<file path="src/verilog/blimp_uarch_pkg.sv">
// Core microarchitecture definitions
// Operation encoding toward the ALU, sequence numbers, pipe indices and
// the multiplier state machine

package blimp_uarch_pkg;

  // Tag given at acceptance, wraps
  typedef logic [4:0] seq_num_t;

  // --------------------------------------------------------------------------
  // Execute pipes
  // --------------------------------------------------------------------------

  localparam int NUM_PIPES = 2;
  localparam int PIPE_ALU  = 0;
  localparam int PIPE_MUL  = 1;

  // Shift-add iterations, one bit per cycle
  localparam int MUL_CYCLES = 32;

  // Iteration count, must reach MUL_CYCLES itself
  typedef logic [$clog2(MUL_CYCLES + 1)-1:0] mul_cnt_t;

  // --------------------------------------------------------------------------
  // Encodings
  // --------------------------------------------------------------------------

  typedef enum logic [3:0] {
    ALU_ADD,
    ALU_SUB,
    ALU_AND,
    ALU_OR,
    ALU_XOR,
    ALU_SLT,
    ALU_SLTU,
    ALU_SLL,
    ALU_SRL,
    ALU_SRA,
    ALU_LUI_PASS,
    ALU_NOP
  } alu_op_e;

  typedef enum logic [1:0] {
    MUL_IDLE,
    MUL_BUSY,
    MUL_DONE
  } mul_state_e;

endpackage

</file>
<file path="src/verilog/rv_isa_pkg.sv">
// RV32I subset encodings
// Major opcodes, funct3 and funct7 values and the field types used by
// decode and by the execute pipes

package rv_isa_pkg;

  // --------------------------------------------------------------------------
  // Field types
  // --------------------------------------------------------------------------

  typedef logic [31:0] word_t;
  typedef logic [31:0] inst_t;
  typedef logic [4:0]  reg_addr_t;
  typedef logic [6:0]  opcode_t;

  // --------------------------------------------------------------------------
  // Major opcodes kept
  // --------------------------------------------------------------------------

  localparam opcode_t OPC_OP     = 7'b0110011;
  localparam opcode_t OPC_OP_IMM = 7'b0010011;
  localparam opcode_t OPC_LUI    = 7'b0110111;

  // funct3, shared by reg-reg and reg-imm forms
  localparam logic [2:0] F3_ADD_SUB = 3'b000;
  localparam logic [2:0] F3_SLL     = 3'b001;
  localparam logic [2:0] F3_SLT     = 3'b010;
  localparam logic [2:0] F3_SLTU    = 3'b011;
  localparam logic [2:0] F3_XOR     = 3'b100;
  localparam logic [2:0] F3_SRL_SRA = 3'b101;
  localparam logic [2:0] F3_OR      = 3'b110;
  localparam logic [2:0] F3_AND     = 3'b111;
  // mul lives under OPC_OP with the M extension funct7
  localparam logic [2:0] F3_MUL     = 3'b000;

  // funct7
  localparam logic [6:0] F7_BASE   = 7'b0000000;
  // sub and sra
  localparam logic [6:0] F7_ALT    = 7'b0100000;
  localparam logic [6:0] F7_MULDIV = 7'b0000001;

endpackage

</file>
<file path="src/verilog/pipe_ifs.sv">
// Pipeline interfaces of the core
// Decode to execute, execute to writeback, and the commit broadcast

`timescale 1ns/1ps

// Decode to one execute pipe
// val is a strobe, only raised while busy is low
interface d_x_if;
  logic                      val;
  blimp_uarch_pkg::seq_num_t seq;
  blimp_uarch_pkg::alu_op_e  op;
  rv_isa_pkg::word_t         op_a;
  rv_isa_pkg::word_t         op_b;
  rv_isa_pkg::reg_addr_t     waddr;
  logic                      wen;
  logic                      busy;

  modport decode (
    output val, seq, op, op_a, op_b, waddr, wen,
    input  busy
  );

  modport pipe (
    input  val, seq, op, op_a, op_b, waddr, wen,
    output busy
  );
endinterface

// Execute pipe to writeback
// val and payload held steady until the gnt cycle
interface x_w_if;
  logic                      val;
  blimp_uarch_pkg::seq_num_t seq;
  rv_isa_pkg::reg_addr_t     waddr;
  rv_isa_pkg::word_t         wdata;
  logic                      wen;
  logic                      gnt;

  modport pipe (
    output val, seq, waddr, wdata, wen,
    input  gnt
  );

  modport wb (
    input  val, seq, waddr, wdata, wen,
    output gnt
  );
endinterface

// Commit broadcast, one record per retired instruction
interface commit_if;
  logic                      val;
  blimp_uarch_pkg::seq_num_t seq;
  rv_isa_pkg::reg_addr_t     waddr;
  rv_isa_pkg::word_t         wdata;
  logic                      wen;

  modport source (output val, seq, waddr, wdata, wen);
  modport sink   (input  val, seq, waddr, wdata, wen);
endinterface

</file>
<file path="src/verilog/alu_unit.sv">
// Single-cycle ALU pipe
// Registers its result and holds it toward writeback until granted

`timescale 1ns/1ps

module alu_unit (
  input logic clk,
  input logic arst_n,
  d_x_if.pipe d,
  x_w_if.pipe w
);

  rv_isa_pkg::word_t result;
  logic [4:0]        shamt;
  logic              r_val;

  assign shamt = d.op_b[4:0];

  always_comb begin
    case (d.op)
      blimp_uarch_pkg::ALU_ADD:      result = d.op_a + d.op_b;
      blimp_uarch_pkg::ALU_SUB:      result = d.op_a - d.op_b;
      blimp_uarch_pkg::ALU_AND:      result = d.op_a & d.op_b;
      blimp_uarch_pkg::ALU_OR:       result = d.op_a | d.op_b;
      blimp_uarch_pkg::ALU_XOR:      result = d.op_a ^ d.op_b;
      blimp_uarch_pkg::ALU_SLT:      result = {31'b0, $signed(d.op_a) < $signed(d.op_b)};
      blimp_uarch_pkg::ALU_SLTU:     result = {31'b0, d.op_a < d.op_b};
      blimp_uarch_pkg::ALU_SLL:      result = d.op_a << shamt;
      blimp_uarch_pkg::ALU_SRL:      result = d.op_a >> shamt;
      blimp_uarch_pkg::ALU_SRA:      result = $signed(d.op_a) >>> shamt;
      blimp_uarch_pkg::ALU_LUI_PASS: result = d.op_b;
      // nop and anything else
      default:                       result = '0;
    endcase
  end

  // Free again in the grant cycle
  assign d.busy = r_val && !w.gnt;
  assign w.val  = r_val;

  always_ff @(posedge clk or negedge arst_n) begin
    if (!arst_n) begin
      r_val <= 1'b0;
    end else if (d.val) begin
      r_val <= 1'b1;
    end else if (w.gnt) begin
      r_val <= 1'b0;
    end
  end

  always_ff @(posedge clk) begin
    if (d.val) begin
      w.wdata <= result;
      w.seq   <= d.seq;
      w.waddr <= d.waddr;
      w.wen   <= d.wen;
    end
  end

endmodule

</file>
<file path="src/verilog/blimp_core_top.sv">
// Core top level
// Decode, ALU and multiplier pipes and writeback, with plain instruction
// ports in and a commit trace out

`timescale 1ns/1ps

module blimp_core_top (
  input  logic                      clk,
  input  logic                      arst_n,
  input  logic                      inst_val,
  input  rv_isa_pkg::inst_t         inst,
  output logic                      inst_busy,
  output logic                      trace_val,
  output blimp_uarch_pkg::seq_num_t trace_seq,
  output rv_isa_pkg::reg_addr_t     trace_waddr,
  output rv_isa_pkg::word_t         trace_wdata,
  output logic                      trace_wen
);

  // --------------------------------------------------------------------------
  // Interfaces
  // --------------------------------------------------------------------------

  d_x_if    alu_dx ();
  d_x_if    mul_dx ();
  x_w_if    alu_xw ();
  x_w_if    mul_xw ();
  commit_if commit ();

  // --------------------------------------------------------------------------
  // Units
  // --------------------------------------------------------------------------

  decode_issue_unit diu0 (.clk, .arst_n, .inst_val, .inst, .inst_busy,
                          .alu(alu_dx), .mul(mul_dx), .commit(commit));

  alu_unit alu0 (.clk, .arst_n, .d(alu_dx), .w(alu_xw));

  iter_multiplier mul0 (.clk, .arst_n, .d(mul_dx), .w(mul_xw));

  writeback_commit_unit wcu0 (.clk, .arst_n, .alu(alu_xw), .mul(mul_xw), .commit(commit));

  // Trace is the commit record
  assign trace_val   = commit.val;
  assign trace_seq   = commit.seq;
  assign trace_waddr = commit.waddr;
  assign trace_wdata = commit.wdata;
  assign trace_wen   = commit.wen;

endmodule

</file>
<file path="src/verilog/decode_issue_unit.sv">
// Decode and issue unit
// Holds one instruction, decodes it, reads the register file with commit
// bypass and issues to the ALU or multiplier once the scoreboard is clear

`timescale 1ns/1ps

module decode_issue_unit (
  input  logic              clk,
  input  logic              arst_n,
  input  logic              inst_val,
  input  rv_isa_pkg::inst_t inst,
  output logic              inst_busy,
  d_x_if.decode             alu,
  d_x_if.decode             mul,
  commit_if.sink            commit
);

  // Decode register
  logic                      dr_val;
  rv_isa_pkg::inst_t         dr_inst;
  blimp_uarch_pkg::seq_num_t dr_seq;
  blimp_uarch_pkg::seq_num_t seq_ctr;

  // Architectural state, x0 not stored
  rv_isa_pkg::word_t rf [1:31];
  logic [31:0]       sb;
  logic [31:0]       sb_set;
  logic [31:0]       sb_clr;
  logic [31:0]       sb_eff;

  // Fields
  rv_isa_pkg::opcode_t   opcode;
  rv_isa_pkg::reg_addr_t rd;
  rv_isa_pkg::reg_addr_t rs1;
  rv_isa_pkg::reg_addr_t rs2;
  logic [2:0]            f3;
  logic [6:0]            f7;
  rv_isa_pkg::word_t     imm_i;
  rv_isa_pkg::word_t     imm_u;
  rv_isa_pkg::word_t     rs1_val;
  rv_isa_pkg::word_t     rs2_val;

  blimp_uarch_pkg::alu_op_e d_op;
  logic                     d_mul;
  logic                     d_legal;
  logic                     d_wen;
  logic                     hazard;
  logic                     issue;
  logic                     accept;

  assign opcode = dr_inst[6:0];
  assign rd     = dr_inst[11:7];
  assign f3     = dr_inst[14:12];
  assign rs1    = dr_inst[19:15];
  assign rs2    = dr_inst[24:20];
  assign f7     = dr_inst[31:25];
  assign imm_i  = {{20{dr_inst[31]}}, dr_inst[31:20]};
  assign imm_u  = {dr_inst[31:12], 12'b0};

  // funct3 to ALU op; alt picks sub or sra
  function automatic blimp_uarch_pkg::alu_op_e f3_to_op(input logic [2:0] fn3, input logic alt);
    blimp_uarch_pkg::alu_op_e op;
    case (fn3)
      rv_isa_pkg::F3_ADD_SUB: op = alt ? blimp_uarch_pkg::ALU_SUB : blimp_uarch_pkg::ALU_ADD;
      rv_isa_pkg::F3_SLL:     op = blimp_uarch_pkg::ALU_SLL;
      rv_isa_pkg::F3_SLT:     op = blimp_uarch_pkg::ALU_SLT;
      rv_isa_pkg::F3_SLTU:    op = blimp_uarch_pkg::ALU_SLTU;
      rv_isa_pkg::F3_XOR:     op = blimp_uarch_pkg::ALU_XOR;
      rv_isa_pkg::F3_SRL_SRA: op = alt ? blimp_uarch_pkg::ALU_SRA : blimp_uarch_pkg::ALU_SRL;
      rv_isa_pkg::F3_OR:      op = blimp_uarch_pkg::ALU_OR;
      default:                op = blimp_uarch_pkg::ALU_AND;
    endcase
    return op;
  endfunction

  // --------------------------------------------------------------------------
  // Decode
  // --------------------------------------------------------------------------

  always_comb begin
    d_op    = blimp_uarch_pkg::ALU_NOP;
    d_mul   = 1'b0;
    d_legal = 1'b0;
    case (opcode)
      rv_isa_pkg::OPC_OP: begin
        if (f7 == rv_isa_pkg::F7_MULDIV && f3 == rv_isa_pkg::F3_MUL) begin
          d_mul   = 1'b1;
          d_legal = 1'b1;
        end else if (f7 == rv_isa_pkg::F7_BASE || (f7 == rv_isa_pkg::F7_ALT &&
                     (f3 == rv_isa_pkg::F3_ADD_SUB || f3 == rv_isa_pkg::F3_SRL_SRA))) begin
          d_op    = f3_to_op(f3, f7 == rv_isa_pkg::F7_ALT);
          d_legal = 1'b1;
        end
      end
      rv_isa_pkg::OPC_OP_IMM: begin
        // Shift immediates constrain the upper bits, the rest do not
        if ((f3 != rv_isa_pkg::F3_SLL && f3 != rv_isa_pkg::F3_SRL_SRA) ||
            f7 == rv_isa_pkg::F7_BASE ||
            (f3 == rv_isa_pkg::F3_SRL_SRA && f7 == rv_isa_pkg::F7_ALT)) begin
          d_op    = f3_to_op(f3, f3 == rv_isa_pkg::F3_SRL_SRA && f7 == rv_isa_pkg::F7_ALT);
          d_legal = 1'b1;
        end
      end
      rv_isa_pkg::OPC_LUI: begin
        d_op    = blimp_uarch_pkg::ALU_LUI_PASS;
        d_legal = 1'b1;
      end
      default: d_op = blimp_uarch_pkg::ALU_NOP;
    endcase
  end

  // Unsupported encodings and x0 targets retire without a write
  assign d_wen = d_legal && (rd != 5'd0);

  // Operand read with same-cycle commit bypass
  always_comb begin
    rs1_val = (rs1 == 5'd0) ? '0 : rf[rs1];
    rs2_val = (rs2 == 5'd0) ? '0 : rf[rs2];
    if (commit.val && commit.wen && commit.waddr == rs1 && rs1 != 5'd0) rs1_val = commit.wdata;
    if (commit.val && commit.wen && commit.waddr == rs2 && rs2 != 5'd0) rs2_val = commit.wdata;
  end

  // --------------------------------------------------------------------------
  // Scoreboard and issue
  // --------------------------------------------------------------------------

  // Bits released by this cycle's commit count as clear
  assign sb_clr = (commit.val && commit.wen) ? (32'd1 << commit.waddr) : '0;
  assign sb_eff = sb & ~sb_clr;

  // Sources, then destination for WAW
  assign hazard = (d_legal && opcode != rv_isa_pkg::OPC_LUI && sb_eff[rs1]) ||
                  (d_legal && opcode == rv_isa_pkg::OPC_OP && sb_eff[rs2]) ||
                  (d_wen && sb_eff[rd]);

  assign issue     = dr_val && !hazard && !(d_mul ? mul.busy : alu.busy);
  assign inst_busy = dr_val && !issue;
  assign accept    = inst_val && !inst_busy;
  assign sb_set    = (issue && d_wen) ? (32'd1 << rd) : '0;

  // Both pipes see the same record, val picks one
  assign alu.val   = issue && !d_mul;
  assign mul.val   = issue && d_mul;
  assign alu.seq   = dr_seq;
  assign mul.seq   = dr_seq;
  assign alu.op    = d_op;
  assign mul.op    = d_op;
  assign alu.op_a  = rs1_val;
  assign mul.op_a  = rs1_val;
  assign alu.op_b  = (opcode == rv_isa_pkg::OPC_OP) ? rs2_val :
                     (opcode == rv_isa_pkg::OPC_LUI) ? imm_u : imm_i;
  assign mul.op_b  = rs2_val;
  assign alu.waddr = rd;
  assign mul.waddr = rd;
  assign alu.wen   = d_wen;
  assign mul.wen   = d_wen;

  always_ff @(posedge clk or negedge arst_n) begin
    if (!arst_n) begin
      dr_val  <= 1'b0;
      seq_ctr <= '0;
      sb      <= '0;
      for (int i = 1; i < 32; i++) rf[i] <= '0;
    end else begin
      if (accept) begin
        dr_val  <= 1'b1;
        seq_ctr <= seq_ctr + 1'b1;
      end else if (issue) begin
        dr_val <= 1'b0;
      end
      sb <= sb_eff | sb_set;
      if (commit.val && commit.wen && commit.waddr != 5'd0) rf[commit.waddr] <= commit.wdata;
    end
  end

  // Payload of the decode register
  always_ff @(posedge clk) begin
    if (accept) begin
      dr_inst <= inst;
      dr_seq  <= seq_ctr;
    end
  end

  // No issue strobe toward a pipe that reports busy
  a_alu_no_issue_busy: assert property (@(posedge clk) disable iff (!arst_n)
    alu.val |-> !alu.busy);
  a_mul_no_issue_busy: assert property (@(posedge clk) disable iff (!arst_n)
    mul.val |-> !mul.busy);

endmodule

</file>
<file path="src/verilog/iter_multiplier.sv">
// Iterative multiplier pipe
// Shift-add, one multiplier bit per cycle, low 32 bits of the product

`timescale 1ns/1ps

module iter_multiplier (
  input logic clk,
  input logic arst_n,
  d_x_if.pipe d,
  x_w_if.pipe w
);

  blimp_uarch_pkg::mul_state_e state;
  blimp_uarch_pkg::mul_cnt_t   cnt;
  rv_isa_pkg::word_t           mcand;
  rv_isa_pkg::word_t           mplier;
  logic                        last;

  assign last   = (cnt == blimp_uarch_pkg::mul_cnt_t'(blimp_uarch_pkg::MUL_CYCLES - 1));
  assign d.busy = (state != blimp_uarch_pkg::MUL_IDLE);
  assign w.val  = (state == blimp_uarch_pkg::MUL_DONE);

  // --------------------------------------------------------------------------
  // Control
  // --------------------------------------------------------------------------

  always_ff @(posedge clk or negedge arst_n) begin
    if (!arst_n) begin
      state <= blimp_uarch_pkg::MUL_IDLE;
      cnt   <= '0;
    end else begin
      case (state)
        blimp_uarch_pkg::MUL_IDLE: begin
          if (d.val) begin
            state <= blimp_uarch_pkg::MUL_BUSY;
            cnt   <= '0;
          end
        end
        blimp_uarch_pkg::MUL_BUSY: begin
          // Result valid right after the last add
          cnt <= cnt + 1'b1;
          if (last) state <= blimp_uarch_pkg::MUL_DONE;
        end
        blimp_uarch_pkg::MUL_DONE: begin
          if (w.gnt) state <= blimp_uarch_pkg::MUL_IDLE;
        end
        default: state <= blimp_uarch_pkg::MUL_IDLE;
      endcase
    end
  end

  // --------------------------------------------------------------------------
  // Datapath
  // --------------------------------------------------------------------------

  always_ff @(posedge clk) begin
    if (d.val) begin
      w.wdata <= '0;
      mcand   <= d.op_a;
      mplier  <= d.op_b;
      w.seq   <= d.seq;
      w.waddr <= d.waddr;
      w.wen   <= d.wen;
    end else if (state == blimp_uarch_pkg::MUL_BUSY) begin
      if (mplier[0]) w.wdata <= w.wdata + mcand;
      mcand  <= mcand << 1;
      mplier <= mplier >> 1;
    end
  end

  // Counter bound and fixed latency from issue to result
  a_cnt_bound: assert property (@(posedge clk) disable iff (!arst_n)
    cnt <= blimp_uarch_pkg::mul_cnt_t'(blimp_uarch_pkg::MUL_CYCLES));
  a_val_after_count: assert property (@(posedge clk) disable iff (!arst_n)
    $rose(w.val) |-> $past(last) && state == blimp_uarch_pkg::MUL_DONE);
  a_latency: assert property (@(posedge clk) disable iff (!arst_n)
    d.val |=> !w.val [*blimp_uarch_pkg::MUL_CYCLES] ##1 w.val);

endmodule

</file>
<file path="src/verilog/writeback_commit_unit.sv">
// Writeback and commit unit
// Fixed priority grant, multiplier over ALU, registered commit record

`timescale 1ns/1ps

module writeback_commit_unit (
  input logic      clk,
  input logic      arst_n,
  x_w_if.wb        alu,
  x_w_if.wb        mul,
  commit_if.source commit
);

  logic [blimp_uarch_pkg::NUM_PIPES-1:0] gnt;

  // Long pipe first, it holds back no one behind it
  always_comb begin
    gnt = '0;
    if (mul.val)      gnt[blimp_uarch_pkg::PIPE_MUL] = 1'b1;
    else if (alu.val) gnt[blimp_uarch_pkg::PIPE_ALU] = 1'b1;
  end

  assign mul.gnt = gnt[blimp_uarch_pkg::PIPE_MUL];
  assign alu.gnt = gnt[blimp_uarch_pkg::PIPE_ALU];

  always_ff @(posedge clk or negedge arst_n) begin
    if (!arst_n) commit.val <= 1'b0;
    else         commit.val <= |gnt;
  end

  always_ff @(posedge clk) begin
    if (gnt[blimp_uarch_pkg::PIPE_MUL]) begin
      commit.seq   <= mul.seq;
      commit.waddr <= mul.waddr;
      commit.wdata <= mul.wdata;
      commit.wen   <= mul.wen;
    end else if (gnt[blimp_uarch_pkg::PIPE_ALU]) begin
      commit.seq   <= alu.seq;
      commit.waddr <= alu.waddr;
      commit.wdata <= alu.wdata;
      commit.wen   <= alu.wen;
    end
  end

  // One grant at most, and a waiting ALU result stays put
  a_one_grant: assert property (@(posedge clk) disable iff (!arst_n)
    !(alu.gnt && mul.gnt));
  a_alu_hold: assert property (@(posedge clk) disable iff (!arst_n)
    alu.val && !alu.gnt |=> alu.val && $stable(alu.seq));

endmodule
</file>
<file path="config.mk">
export PLATFORM = sky130hd
export DESIGN_NAME = blimp_core_top
export DESIGN_NICKNAME = d
export VERILOG_FILES = /design/src/verilog/blimp_uarch_pkg.sv /design/src/verilog/rv_isa_pkg.sv /design/src/verilog/pipe_ifs.sv /design/src/verilog/alu_unit.sv /design/src/verilog/blimp_core_top.sv /design/src/verilog/decode_issue_unit.sv /design/src/verilog/iter_multiplier.sv /design/src/verilog/writeback_commit_unit.sv
export SDC_FILE = /design/constraint.sdc
export NUM_CORES = 2
export LEC_CHECK = 0
export BUFFER_PORTS_ARGS = -buffer_cell sky130_fd_sc_hd__buf_2
export CAP_MARGIN = 30
export CELL_PAD_IN_SITES_DETAIL_PLACEMENT = 1
export CELL_PAD_IN_SITES_GLOBAL_PLACEMENT = 2
export CORE_MARGIN = 5
export CORE_UTILIZATION = 46
export DETAILED_ROUTE_END_ITERATION = 6
export GPL_ROUTABILITY_DRIVEN = 0
export HOLD_SLACK_MARGIN = 0.08
export PLACE_DENSITY = 0.87
export SLEW_MARGIN = 10
export SYNTH_ARGS = -nofsm -noshare
export SYNTH_HDL_FRONTEND = slang
export SYNTH_SLANG_ARGS = --single-unit
</file>
<file path="constraint.sdc">
create_clock -name clk -period 7.7 [get_ports clk]
set_input_delay 0.77 -clock clk [delete_from_list [all_inputs] [get_ports clk]]
set_output_delay 0.77 -clock clk [all_outputs]
set_load 0.005 [all_outputs]
</file>
# ---- Word level (Yosys, flattened, before mapping)
# Cells that the tools add are included.
dict set report word_totals {
  reg_bits 1270
  input_bits 35
  wordCells 237
}
dict set report op_classes {
  eq_ne 32
  shift 5
  magnitude_cmp 9
  mux 66
  reduce_logical 57
  add_sub_neg 5
  n_bitwise 9
}
# operator n
set ops {}
lappend ops {{$bwmux 992} 1}
lappend ops {{$mux 32} 18}
lappend ops {{$pmux 32 s11} 1}
lappend ops {{$bmux 32 s5} 2}
lappend ops {{$demux 32 s5} 1}
lappend ops {{$add 32x32->32} 2}
lappend ops {{$and 32x32->32} 2}
lappend ops {{$lt 32x32->1} 2}
lappend ops {{$or 32x32->32} 2}
lappend ops {{$shl 1x5->32 const A} 2}
lappend ops {{$pmux 4 s7} 2}
lappend ops {{$not 32->32} 1}
lappend ops {{$shl 32x5->32} 1}
lappend ops {{$shr 32x5->32} 1}
lappend ops {{$sshr 32x5->32} 1}
lappend ops {{$sub 32x32->32} 1}
lappend ops {{$xor 32x32->32} 1}
lappend ops {{$mux 31} 1}
lappend ops {{$logic_and 1x1->1} 25}
lappend ops {{$mux 1} 22}
lappend ops {{$eq 7x6->1 const B} 3}
lappend ops {{$mux 5} 4}
lappend ops {{$reduce_bool 5->1} 4}
lappend ops {{$ge 6x6->1 const B} 3}
lappend ops {{42 further kinds} 80}

# ---- Depth between registers and ports, before layout
dict set report logic_depth {
  ltp_word 19
  depth_mapped 28
  mapped_depth_nobuf 21
}

# ---- Hierarchy
# A second synthesis with hierarchy kept.
dict set report hier_totals {
  cells_unflattened 5890
  hier_area_um2 76663.5
}
# module cells_per_inst seq_area_each_um2 n_inst area_each_um2
set by_module_without_submodules {}
lappend by_module_without_submodules {decode_issue_unit 3905 26885.8 1 58349.7}
lappend by_module_without_submodules {alu_unit 1332 1316.3 1 10092.2}
lappend by_module_without_submodules {iter_multiplier 558 3093.0 1 6167.2}
lappend by_module_without_submodules {writeback_commit_unit 95 1316.3 1 2054.5}

# ---- Least setup slack after synthesis
# No wires, ideal clock.
dict set report synth_path {
  path_type {reg-to-reg}
  from {register diu0.dr_inst[20]}
  to {register alu0.w.wdata[27] (data pin)}
  n_path_buf 7
  period_less_slack_ns 6.428
  t_required_ns 7.435
  setup_time_ns 0.265
  slack_ns 1.272
  arrival_time_ns 6.162
  stages_incl_launch_ff 26
  cell_sequence {edfxtp_1 -> buf_6 -> buf_4 -> buf_4 -> buf_2 -> buf_4 -> buf_2 -> buf_2 -> mux4_2 -> mux4_2 -> o2111ai_1 -> nand2_1 -> nor2_1 -> a31oi_1 -> ha_1 -> and2_1 -> a221o_1 -> a21o_1 -> a221o_1 -> a31o_2 -> a221o_1 -> a31o_2 -> a31oi_1 -> or3_1 -> o211ai_1 -> or3_1}
}
dict set report synth_between {
  elab_chain_cells 9
  word_cells_on_any_way 22
}
# element line_no
set synth_lines {}
lappend synth_lines {{start: declaration} decode_issue_unit.sv:20} ;# rv_isa_pkg::inst_t dr_inst;
lappend synth_lines {{start signal: assignment} decode_issue_unit.sv:179} ;# dr_inst <= inst;
lappend synth_lines {{$not 5->6 (implied by the code)} decode_issue_unit.sv:118} ;# rs2_val = (rs2 == 5'd0) ? '0 : rf[rs2];
lappend synth_lines {{$bmux 32 s5} decode_issue_unit.sv:118}
lappend synth_lines {{$mux 32 (implied by the code) (2 in a row)} decode_issue_unit.sv:118}
lappend synth_lines {{$mux 32} decode_issue_unit.sv:118}
lappend synth_lines {{$mux 32} decode_issue_unit.sv:120} ;# if (commit.val && commit.wen && commit.waddr == rs2 && rs2 != 5'd0) rs2_val = commit.wdata;
lappend synth_lines {{$mux 32 *} decode_issue_unit.sv:150} ;# assign alu.op_b = (opcode == rv_isa_pkg::OPC_OP) ? rs2_val :
lappend synth_lines {{$sub 32x32->32, or another cell as far along} alu_unit.sv:22} ;# blimp_uarch_pkg::ALU_SUB: result = d.op_a - d.op_b;
lappend synth_lines {{$pmux 32 s11 *} alu_unit.sv:20} ;# case (d.op)
lappend synth_lines {{end signal: assignment} alu_unit.sv:53} ;# w.wdata <= result;
lappend synth_lines {{end: declaration} pipe_ifs.sv:40} ;# output val, seq, waddr, wdata, wen,
# Mark *: on every way between the ends. The rest lies on a longest branch, timed or not. The select of a mux whose other input is x is not followed.
# A chain may end at the register's enable or synchronous reset.

# ---- Worst setup path after layout
dict set report layout_path {
  from {register diu0.dr_inst[20]}
  to {register alu0.w.wdata[17] (data pin)}
}
# Same word-level chain as after synthesis.

==> summary.md <==
| Metric | Value |
|---|---|
| DRT Pass-1 Iters | `6` |
| RSZ-0062 raised after global routing | `no` |
| Final worst path period share | `89.9%` |
| Via count | `about 60000` |
| Vias/cell | `around 7.1` |
| CTS tree | `built` |
| Max-Cap Viols | `0` |
| Drt total wl | `just over 300000 um` |
| Placed cells | `~8000` |
| Layout Skew | `around 0.064 ns` |
| Tmin final | `roughly 6.9 ns` |
| Sequential fraction of the synthesis area | `43.0%` |
| Netlist cell types | `between 100 and 150` |
| Max-slew violations | `0` |
| Hold Fails Final Rpt | `0` |
| Initial antenna violation count | `16` |
| Warnings from Yosys | `0` |
| CP Data Arrival Time | `between 7 and 8 ns` |
| Slew HR | `16.1%` |
| Final std cells w/o fill | `approximately 8300` |
| Vias in the first global route | `61980` |
| Row count | `between 100 and 150` |
| Nets@finish | `between 6000 and 7000` |
| Worst setup EP type | `flip-flop` |
| Die span in y | `between 400 and 500 um` |
| Core area | `approximately 160000 um^2` |
| CP Class | `reg -> reg` |
| Number of fill cells | `approximately 17000` |
| Crit path launch type | `flip-flop` |
| Pwr dens | `249 nW/um^2` |
| Worst-path clk slew | `0.06 ns` |
| Total CTS buffers | `144` |
| Asr flop ratio synth | `about four fifths` |
| Drt wl/cell | `36.3 um` |
| Worst-Margin Slew | `roughly 1.3 ns` |
| Area of the multi-input gates | `40500 um^2` |
| Die Width | `between 400 and 500 um` |
| Commonest non-fill, non-tap cell in the layout | `mux2_2` |
| Syn nets | `around 6300` |
| Yosys reg bits | `1270` |
| Synthesized area | `about 76000 um^2` |
| Peak VDD IR | `0.197 mV` |
| Hold Buf Count CTS | `1` |
| Global route overflow | `0` |
| H-Tree Depth | `4` |
| Register area | `approximately 33000 um^2` |
| Worst Path Required | `8.25 ns` |
| Total track usage | `around a third` |
| Postcts setup bufs | `0` |
| Fmax | `approximately 140 MHz` |
| Total negative slack | `0 ns` |
| Predominant post-synthesis flop cell | `dfrtp_1` |
| Syn-to-layout area delta | `10.7%` |
| Clock latency on the worst-skew pair | `0.81 ns` |
| CP max FO | `26` |
| First-pass GRT wire length | `around 440000 um` |
| # setup viols final | `0` |
| EDFF count, synth | `roughly 200` |
| Syn Inst Count | `roughly 6100` |
| Die area | `173000 um^2` |
| Synthesized area per cell | `12.4 um^2` |
| Leak | `36.3 nW` |
| IO Pins | `80` |
| CTS Buffer Depth | `3` |
| IO Port Bufs | `79` |
| Antenna-violating nets left | `0` |
| Status | `finished, final reports clean` |
| Root Driver | `clkbuf_16` |
| Largest net degree at the start of global routing | `approximately 180` |
| DP HPWL | `around 200000 um` |
| Initial core utilization | `between 40% and 50%` |
| 1st-iter DRT viols | `7000` |
| Hold Path Class | `in -> reg` |
| Most frequent cells in the layout | `mux2_2, dfrtp_1, mux4_2, nand2_1, o21ai_0` |
| Layout cells sized above 1 | `between 30% and 40%` |
| Cts repair resizes | `0` |
| Power Total | `approximately 0.021 W` |
| CTS Sinks | `between 1000 and 1500` |
| DRC errors left | `0` |
[critical path: stages (launching register included)]
cell	delay (ns)
edfxtp_1	0.43
buf_12	0.28
buf_4	0.43
xnor2_1	0.22
nand2_1	0.14
nor4_4	0.64
a32o_1	0.87
nor2_4	0.23
ha_1	0.41
nor2_1	0.07
o31ai_1	0.49
a21oi_1	0.32
a31oi_1	0.53
buf_4	0.26
o21ai_0	0.08
a21oi_1	0.24
o221ai_1	0.17
a211oi_1	0.46
o221a_2	0.29
nand2_1	0.05
[kinds of logic (layout without fill, tap and decap cells)]
logic type | Yosys count | after routing | share of synthesized area (%)
adders and majority gates | 133 | 133 | 2.22
xor gates and xnor gates | 48 | 48 | 0.555
AOI/OAI and AO/OA | 1180 | 1180 | 10.5
other | 0 | 10 | 0
muxes | 1782 | 1782 | 33.4
and+or+nand+nor | 1003 | 1003 | 6.29
buffers and inverters | 678 | 725 | 3.98
DFF | 1270 | 1270 | 43.0
[metal layers]
layer | up-vias | wire (um) | track usage, %
met5 | - | 0 | 0
met4 | 0 | 21600 | 20.6
met3 | 1003 | 32600 | 8.71
met2 | 3817 | 136000 | 52.3
met1 | 31060 | 113000 | 44.8
li1 | 23203 | - | -
[state kept, by name, summed over array words and instances, names as in the netlist, 2 cells and up]
name	cells
mul0.mcand	32
wcu0.commit.wdata	32
mul0.w.wdata	32
mul0.cnt	6
wcu0.commit.waddr	5
mul0.mplier	32
alu0.w.seq	5
mul0.state	2
diu0.dr_inst	32
wcu0.commit.seq	5
alu0.w.waddr	5
diu0.rf	992
mul0.w.seq	5
diu0.alu.seq	5
alu0.w.wdata	32
diu0.sb	32
mul0.w.waddr	5
diu0.seq_ctr	5
[power by group]
part / leakage [nW] / switching, W / internal, W / total, W
Sequential: 16.2 / 0.000902 / 0.00790 / 0.00880
Combinational: 17.7 / 0.00261 / 0.00226 / 0.00487
Clock: 2.41 / 0.00305 / 0.00416 / 0.00721
Total: 36.3 / 0.00657 / 0.0143 / 0.0209
[synthesized netlist by cell type, types with 22 or more instances]
library cell  count  share of area, %
a221oi_1         75              0.87
o22ai_1          49              0.40
buf_1            48              0.24
o21ai_0         295               1.9
a211oi_1         53              0.52
ha_1            130               2.1
nand3_1          65              0.43
a31oi_1          50              0.41
or3_1            29              0.24
buf_2           105              0.69
o21bai_1         28              0.28
o211ai_1         33              0.33
and2_1           25              0.21
nand4_1          29              0.24
edfxtp_1        198               7.8
nand2_1         368               1.8
mux2_2         1111                17
dfrtp_1        1040                34
o221ai_1         26              0.30
dfxtp_1          32              0.84
buf_6            29              0.43
nor2_1          239               1.2
inv_1           118              0.58
a21o_1           51              0.51
nor2b_1          25              0.21
clkbuf_1        347               1.7
a221o_1          26              0.34
a21oi_1         228               1.5
nand2b_1         23              0.19
xnor2_1          44              0.51
a22oi_1          41              0.41
and3_1           22              0.18
mux2i_1         181               2.4
mux4_2          486                14
nor3_1           83              0.55
[final timing paths]
| path | startpoint | to | slack [ns] | depth (start not counted) |
|---|---|---|---|---|
| worst min register to register | diu0.alu.seq[4]$_DFFE_PP_ | mul0.w.seq[4]$_DFFE_PP_ | 0.45 | 0 |
| worst min-delay path | inst[10] | diu0.dr_inst[10]$_DFFE_PP_ | 0.14 | 1 |
| min in group asynchronous | arst_n | diu0.rf[30]$_DFFE_PN0P_ | 0.63 | 2 |
| max in group asynchronous | arst_n | diu0.rf[596]$_DFFE_PN0P_ | 4.92 | 4 |
| worst max register to register | diu0.dr_inst[20]$_DFFE_PP_ | alu0.w.wdata[17]$_SDFFCE_PN0P_ | 0.78 | 19 |
| worst max-delay path | diu0.dr_inst[20]$_DFFE_PP_ | alu0.w.wdata[17]$_SDFFCE_PN0P_ | 0.78 | 19 |
[final cells by class]
type                       count  share of cell area [%]
clock inverter                47                   0.748
tap                         2189                    3.26
clock buffer                 221                    5.12
multi-input combinational   4146                    48.3
sequential                  1270                    38.9
timing repair buffer         332                    3.17
inverter                     125                   0.562
antenna                       10                  0.0298
[stage by stage]
step                hold slack, ns  worst slack [ns]  util, %  instance area (um^2)
global route                 0.128             0.706     51.0                 83900
global placement             0.425             0.943     47.9                 78800
CTS                          0.113              1.04     51.0                 83800
finish                       0.143             0.776     51.0                 83900
detailed placement           0.432              1.10     48.0                 78900
floorplan                    0.421              1.27        -                 75800
No activity file was read; power rests on OpenSTA's default activity.
